==> src/dcache_config.svh <==
`ifndef DCACHE_CONFIG_SVH
`define DCACHE_CONFIG_SVH

// set index bits and set count
`define DCACHE_INDEX_W 6
`define DCACHE_SETS 64

// byte offset within one line
`define DCACHE_OFFSET_W 6
`define DCACHE_LINE_BYTES 64

// one line is also one memory beat
`define DCACHE_LINE_W 512

// address bits left above index and offset
`define DCACHE_TAG_W 20

`endif

==> src/dcache_repl_state.sv <==
`timescale 1ns/1ps
`include "dcache_config.svh"

module dcache_repl_state (
    input  logic                       clk,
    input  logic                       rstn,
    input  logic [`DCACHE_INDEX_W-1:0] i_index,
    input  logic                       i_touch,
    input  logic                       i_touch_way,
    output logic                       o_victim_way,
    input  logic                       i_dirty_we,
    input  logic                       i_dirty_way,
    input  logic                       i_dirty_val,
    output logic [1:0]                 o_dirty
);

    logic [`DCACHE_SETS-1:0] mru_q;    // most recently used way per set
    logic [1:0]              dirty_q [`DCACHE_SETS];

    always_ff @(posedge clk) begin
        if (!rstn) begin
            mru_q <= '0;
            for (int s = 0; s < `DCACHE_SETS; s++) dirty_q[s] <= 2'b00;
        end else begin
            if (i_touch) mru_q[i_index] <= i_touch_way;
            if (i_dirty_we) dirty_q[i_index][i_dirty_way] <= i_dirty_val;
        end
    end

    assign o_victim_way = ~mru_q[i_index];
    assign o_dirty      = dirty_q[i_index];

    // a touch or dirty update always names a known way
    assert property (@(posedge clk) disable iff (!rstn)
        (i_touch || i_dirty_we) |-> !$isunknown({i_touch_way, i_dirty_way}));

endmodule

==> config.mk <==
export PLATFORM = sky130hd
export DESIGN_NAME = dcache_repl_state
export DESIGN_NICKNAME = d
export VERILOG_FILES = /design/src/dcache_repl_state.sv
export VERILOG_INCLUDE_DIRS = /design/src
export SDC_FILE = /design/constraint.sdc
export NUM_CORES = 1
export LEC_CHECK = 0
export BUFFER_PORTS_ARGS = -buffer_cell sky130_fd_sc_hd__buf_4
export CORE_UTILIZATION = 50
export CTS_BUF_LIST = sky130_fd_sc_hd__clkbuf_16
export DETAILED_ROUTE_END_ITERATION = 7
export PLACE_DENSITY = 0.66
export SKIP_LAST_GASP = 1
export SLEW_MARGIN = 20
export SYNTH_ARGS = -nofsm -noshare
export SYNTH_HDL_FRONTEND = slang
export SYNTH_SLANG_ARGS = --single-unit
==> constraint.sdc <==
create_clock -name clk -period 4.2 [get_ports clk]
set_input_delay 0.84 -clock clk [delete_from_list [all_inputs] [get_ports clk]]
set_output_delay 0.84 -clock clk [all_outputs]
set_load 0.01 [all_outputs]
; Word level (Yosys, flattened, before mapping)
; Memories as Yosys holds them, arrays and structs flattened.
; Cells that the tools add are included.
[totals]
out_inout_bits = 3
word_cells = 24
inputBits = 13
ramBits = 128
reg_bits = 64
n_memories = 1
[mem_list]
columns = memory, depth, word_bits, rd, rd_ports_with_merged_regs, write_ports, line_no
row1 = dirty_q, 64, 2, 1, 0, 64, dcache_repl_state.sv:18  ; logic [1:0] dirty_q [`DCACHE_SETS];
[classes]
n_bitwise = 1
n_lt_le_gt_ge = 4
muxes = 14
n_reduce_logical = 3
[op_table]
columns = op, n
row1 = bitwise mux 64 bit, 1
row2 = "< comparator 6 x 7 -> 1 bit, second input constant", 1
row3 = binary-select mux 1 bit (select 6 bit), 1
row4 = demux 1 bit (select 6 bit), 1
row5 = ">= comparator 6 x 1 -> 1 bit, second input constant", 1
row6 = 2-to-1 mux 1 bit, 6
row7 = 2-to-1 mux 2 bit, 3
row8 = 2-to-1 mux 6 bit, 1
row9 = logical AND 1 bit, 2
row10 = "< comparator 1 x 2 -> 1 bit, second input constant", 1
row11 = OR reduction 2 bit, 1
row12 = demux 1 bit (select 1 bit), 1
row13 = ">= comparator 1 bit, second input constant", 1
row14 = NOT 1 bit, 1

; Depth between registers and ports, before layout
[logic_depth]
word_depth = 7
mapped_depth = 8
depth_no_buf = 5

; Worst setup path before layout
; OpenSTA, ideal clock, no wires.
[synth_path]
kind = input to output
from = in i_index[1]
to = out o_victim_way
slack_ns = 1.174
path_buffers = 2
required_time_ns = 3.360
arrival_ns = 2.186
cell_stages = 7
path_cell_list = buf_4 inv_1 buf_4 o221ai_1 a22oi_1 o22ai_1 or4_1
[synth_between]
elab_chain_len = 3
[synth_lines]
columns = item, line_no
row1 = start: declaration, dcache_repl_state.sv:7  ; input logic [`DCACHE_INDEX_W-1:0] i_index,
row2 = binary-select mux 1 bit (select 6 bit), dcache_repl_state.sv:30  ; assign o_victim_way = ~mru_q[i_index];
row3 = 2-to-1 mux 1 bit (not written as such), dcache_repl_state.sv:30
row4 = NOT 1 bit, dcache_repl_state.sv:30
row5 = end: declaration, dcache_repl_state.sv:10  ; output logic o_victim_way,
; Every way passes these cells. The select of a mux whose other input is x is not followed.

; Worst setup path in the final report
[layout_path]
from = in i_index[0]
to = out o_dirty[1]
[layout_between]
elab_chain_len = 1
[layout_lines]
columns = item, line_no
row1 = memory (64 x 2 bit), --
row2 = end: declaration, dcache_repl_state.sv:14  ; output logic [1:0] o_dirty
; Every way passes these cells.

==> summary.md <==
| Metric | Value |
|---|---|
| Critical Path Start Type | `primary input` |
| Crit path depth | `7` |
| Worst EP required | `roughly 3400 ps` |
| Crit Path Max Fanout | `51` |
| Die span in x | `between 100 and 150 µm` |
| Slowest CP cell | `mux4_2` |
| Hold buffer count at cts | `0` |
| CTS max path bufs | `2` |
| Post-synth cell types | `56` |
| Wire per inst | `between 20 and 25 µm` |
| Largest net degree at the start of global routing | `approximately 130` |
| Reg-to-Reg Start | `mru_q[38]` |
| Clock transition at the registers of the reported paths | `70 ps` |
| Overflow after GRT | `0` |
| RSZ-0062 raised after global routing | `false` |
| Async SR Flop Fraction | `0` |
| Outcome | `finished, final reports clean` |
| DR vias/cell | `~6.6` |
| Min Hold Slack | `489 ps` |
| Actual slew at the worst max-slew pin | `1150 ps` |
| Hpwl dp | `around 20000 µm` |
| Setup bufs post-CTS | `0` |
| Reg2Reg Depth | `2` |
| Initial Utilization | `0.512` |
| Top-count cell post-synth | `o21ai_0` |
| Clock Skew | `0 ps` |
| CTS Root Cell | `clkbuf_16` |
| Tot GR Track Use | `0.314` |
| I/O Buffers | `15` |
| Fin util | `0.553` |
| ANT cells | `0` |
| Final #Nets | `slightly above 1000` |
| Antenna viol nets, final | `0` |
| Setup TNS after final layout | `0 ps` |
| Multi-input logic area | `~4400 µm²` |
| Die height | `144 µm` |
| Setup violators final | `0` |
| Pwr dens | `around 380 nW/µm²` |
| Crit path capture | `o_dirty[1]` |
| Area growth, synth to finish | `8.01%` |
| Post-Route WL | `slightly above 30000 µm` |
| Die Area | `20600 µm²` |
| Vias in the first global route | `roughly 8000` |
| Clock buffer count from CTS | `17` |
| Worst hold path depth | `2` |
| Seq/Total Area, Yosys | `0.511` |
| Reg area | `5120 µm²` |
| Htree depth | `4` |
| Reg2Reg Setup Slack | `3460 ps` |
| Critical path's top delay family | `multiplexers` |
| Placed insts | `roughly 1200` |
| Reg-to-Reg End | `mru_q[38]` |
| IO Count | `16` |
| Layout cells sized above 1 | `0.122` |
| Syn Area/Cell | `9.69 µm²` |
| Top-area cell type share of the netlist area | `0.383` |
| Relative slew slack | `0.232` |
| Pins Over Slew Limit | `0` |
| Fin crit share | `0.913` |
| Most frequent CP cell | `buf_4` |
| DRT iter0 DRCs | `roughly 1200` |
| Core footprint | `~20000 µm²` |
| Synth cell count leaders | `o21ai_0, nor2_1, edfxtp_1, nand2_1, clkbuf_1` |
| Global-route wire length before repair | `~47000 µm` |
| MaxCap Viol Count | `0` |
| TritonCTS clock tree | `done` |
| LEAKAGE | `about 3.4 nW` |
| Max Fclk | `approximately 0.26 GHz` |
| Mapped Area | `10000 µm²` |
| Clk sinks | `around 190` |
| Critical Path, Cell by Cell | `buf_4, mux4_2, mux2i_1, o22ai_1, a21oi_1, nand4_1, buf_4` |
| Filler instances | `1747` |
| Resized cells post-CTS | `0` |
| Clock Latency Late Sink | `430 ps` |
| Setup CP Type | `primary input to output pin` |
| Synth Flop Type | `edfxtp_1` |
| Final hold vios | `0` |
| Number of flops mapped to enable cells by yosys | `roughly 130` |
| Synth top area cells | `edfxtp_1, dfxtp_1, o21ai_0` |
| Rows | `between 50 and 60` |
| HP Class | `flop to flop` |
| Cell Count, Final, Fillers Out | `1279` |
| Cells after Synth | `1036` |
| Final min period | `3840 ps` |
| Worst IR Drop VDD | `approximately 0.29 mV` |
| Leading area contributor after synthesis | `edfxtp_1` |
| Synth Net Count | `roughly 1000` |
| Critical Path Source | `i_index[0]` |
| Via Count | `between 8000 and 9000` |
| Worst setup EP type | `output pin` |
| Final RePlAce weighted congestion | `around 0.89` |
| Antenna violations before repair | `0` |
| Router iterations before antenna repair | `5` |
| Worst path max stage delay | `~600 ps` |
| Flops & latches, synth | `between 150 and 200` |
| Worst Path Arrival | `roughly 3000 ps` |
| Crit path buf inv count | `2` |
| Ys Warns | `0` |
| # DRC | `0` |
[worst register-to-register path: cells and delay by family, from the launching register on]
| kind | cells | cell delay, ps |
|---|---|---|
| AO/OA/AOI/OAI | 2 | 290 |
| flip-flops | 1 | 380 |
[stage by stage]
| stage | worst slack [ps] | area [µm²] | power (mW) |
|---|---|---|---|
| after floorplan | 1170 | 10000 | 2.40 |
| after global placement | 421 | 10300 | 2.54 |
| after detailed placement | 387 | 10300 | 2.54 |
| after CTS | 392 | 10800 | 4.15 |
| after global routing | 267 | 10800 | 4.26 |
| final | 364 | 10800 | 4.15 |
[placed cells by master (no fill, tap or decap), types with 9 or more instances in the layout]
cell	count
o22ai_1	11
a221oi_1	9
and2_1	10
nand3_1	50
mux2i_1	27
clkbuf_16	17
o221ai_1	14
mux4_2	13
edfxtp_1	128
o21ai_0	186
nor2_1	137
buf_4	57
nand2_1	83
nor2b_1	15
a21boi_0	53
a22oi_1	24
dfxtp_1	64
nand4_1	23
[cell families (layout without fill, tap and decap cells)]
| logic type | Yosys count | after routing | synth area share |
|---|---|---|---|
| AND/OR/NAND/NOR | 365 | 365 | 0.173 |
| buffers and inverters | 112 | 90 | 0.0542 |
| AO/OA/AOI/OAI | 321 | 321 | 0.197 |
| flip-flops | 192 | 192 | 0.511 |
| multiplexers | 46 | 46 | 0.0658 |
[power by group]
group | internal, mW | switching, mW
combinational | 0.135 | 0.282
clock | 0.922 | 0.713
sequential | 2.08 | 0.0220
[per-layer routing]
| layer | up-vias | part of all wire | global-route usage |
|---|---|---|---|
| met5 | - | 0 | 0 |
| met4 | 0 | 0.034 | 0.106 |
| met3 | 93 | 0.10 | 0.0663 |
| met2 | 519 | 0.45 | 0.489 |
| met1 | 4140 | 0.41 | 0.434 |
| li1 | 3738 | - | - |
[worst min-delay path by stage]
stage | slack, ps | startpoint | endpoint
after floorplan | 450 | mru_q[16] | mru_q[16]
after global placement | 470 | mru_q[53] | mru_q[53]
after detailed placement | 480 | mru_q[13] | mru_q[13]
after CTS | 490 | mru_q[13] | mru_q[13]
after global routing | 510 | mru_q[63] | mru_q[63]
final | 490 | mru_q[54] | mru_q[54]
[flip-flops by register name, indices dropped and copies added, names as in the netlist]
register,count
dirty_q,128
mru_q,64
[final cells by class]
cell class                 instances  area share
sequential                       192       0.473
multi-input combinational        732       0.403
timing repair buffer              57      0.0395
clock buffer                      17      0.0393
tap                              265      0.0306
clock inverter                    14      0.0139
inverter                           2    0.000693
Power figures use the tool's default switching activity.
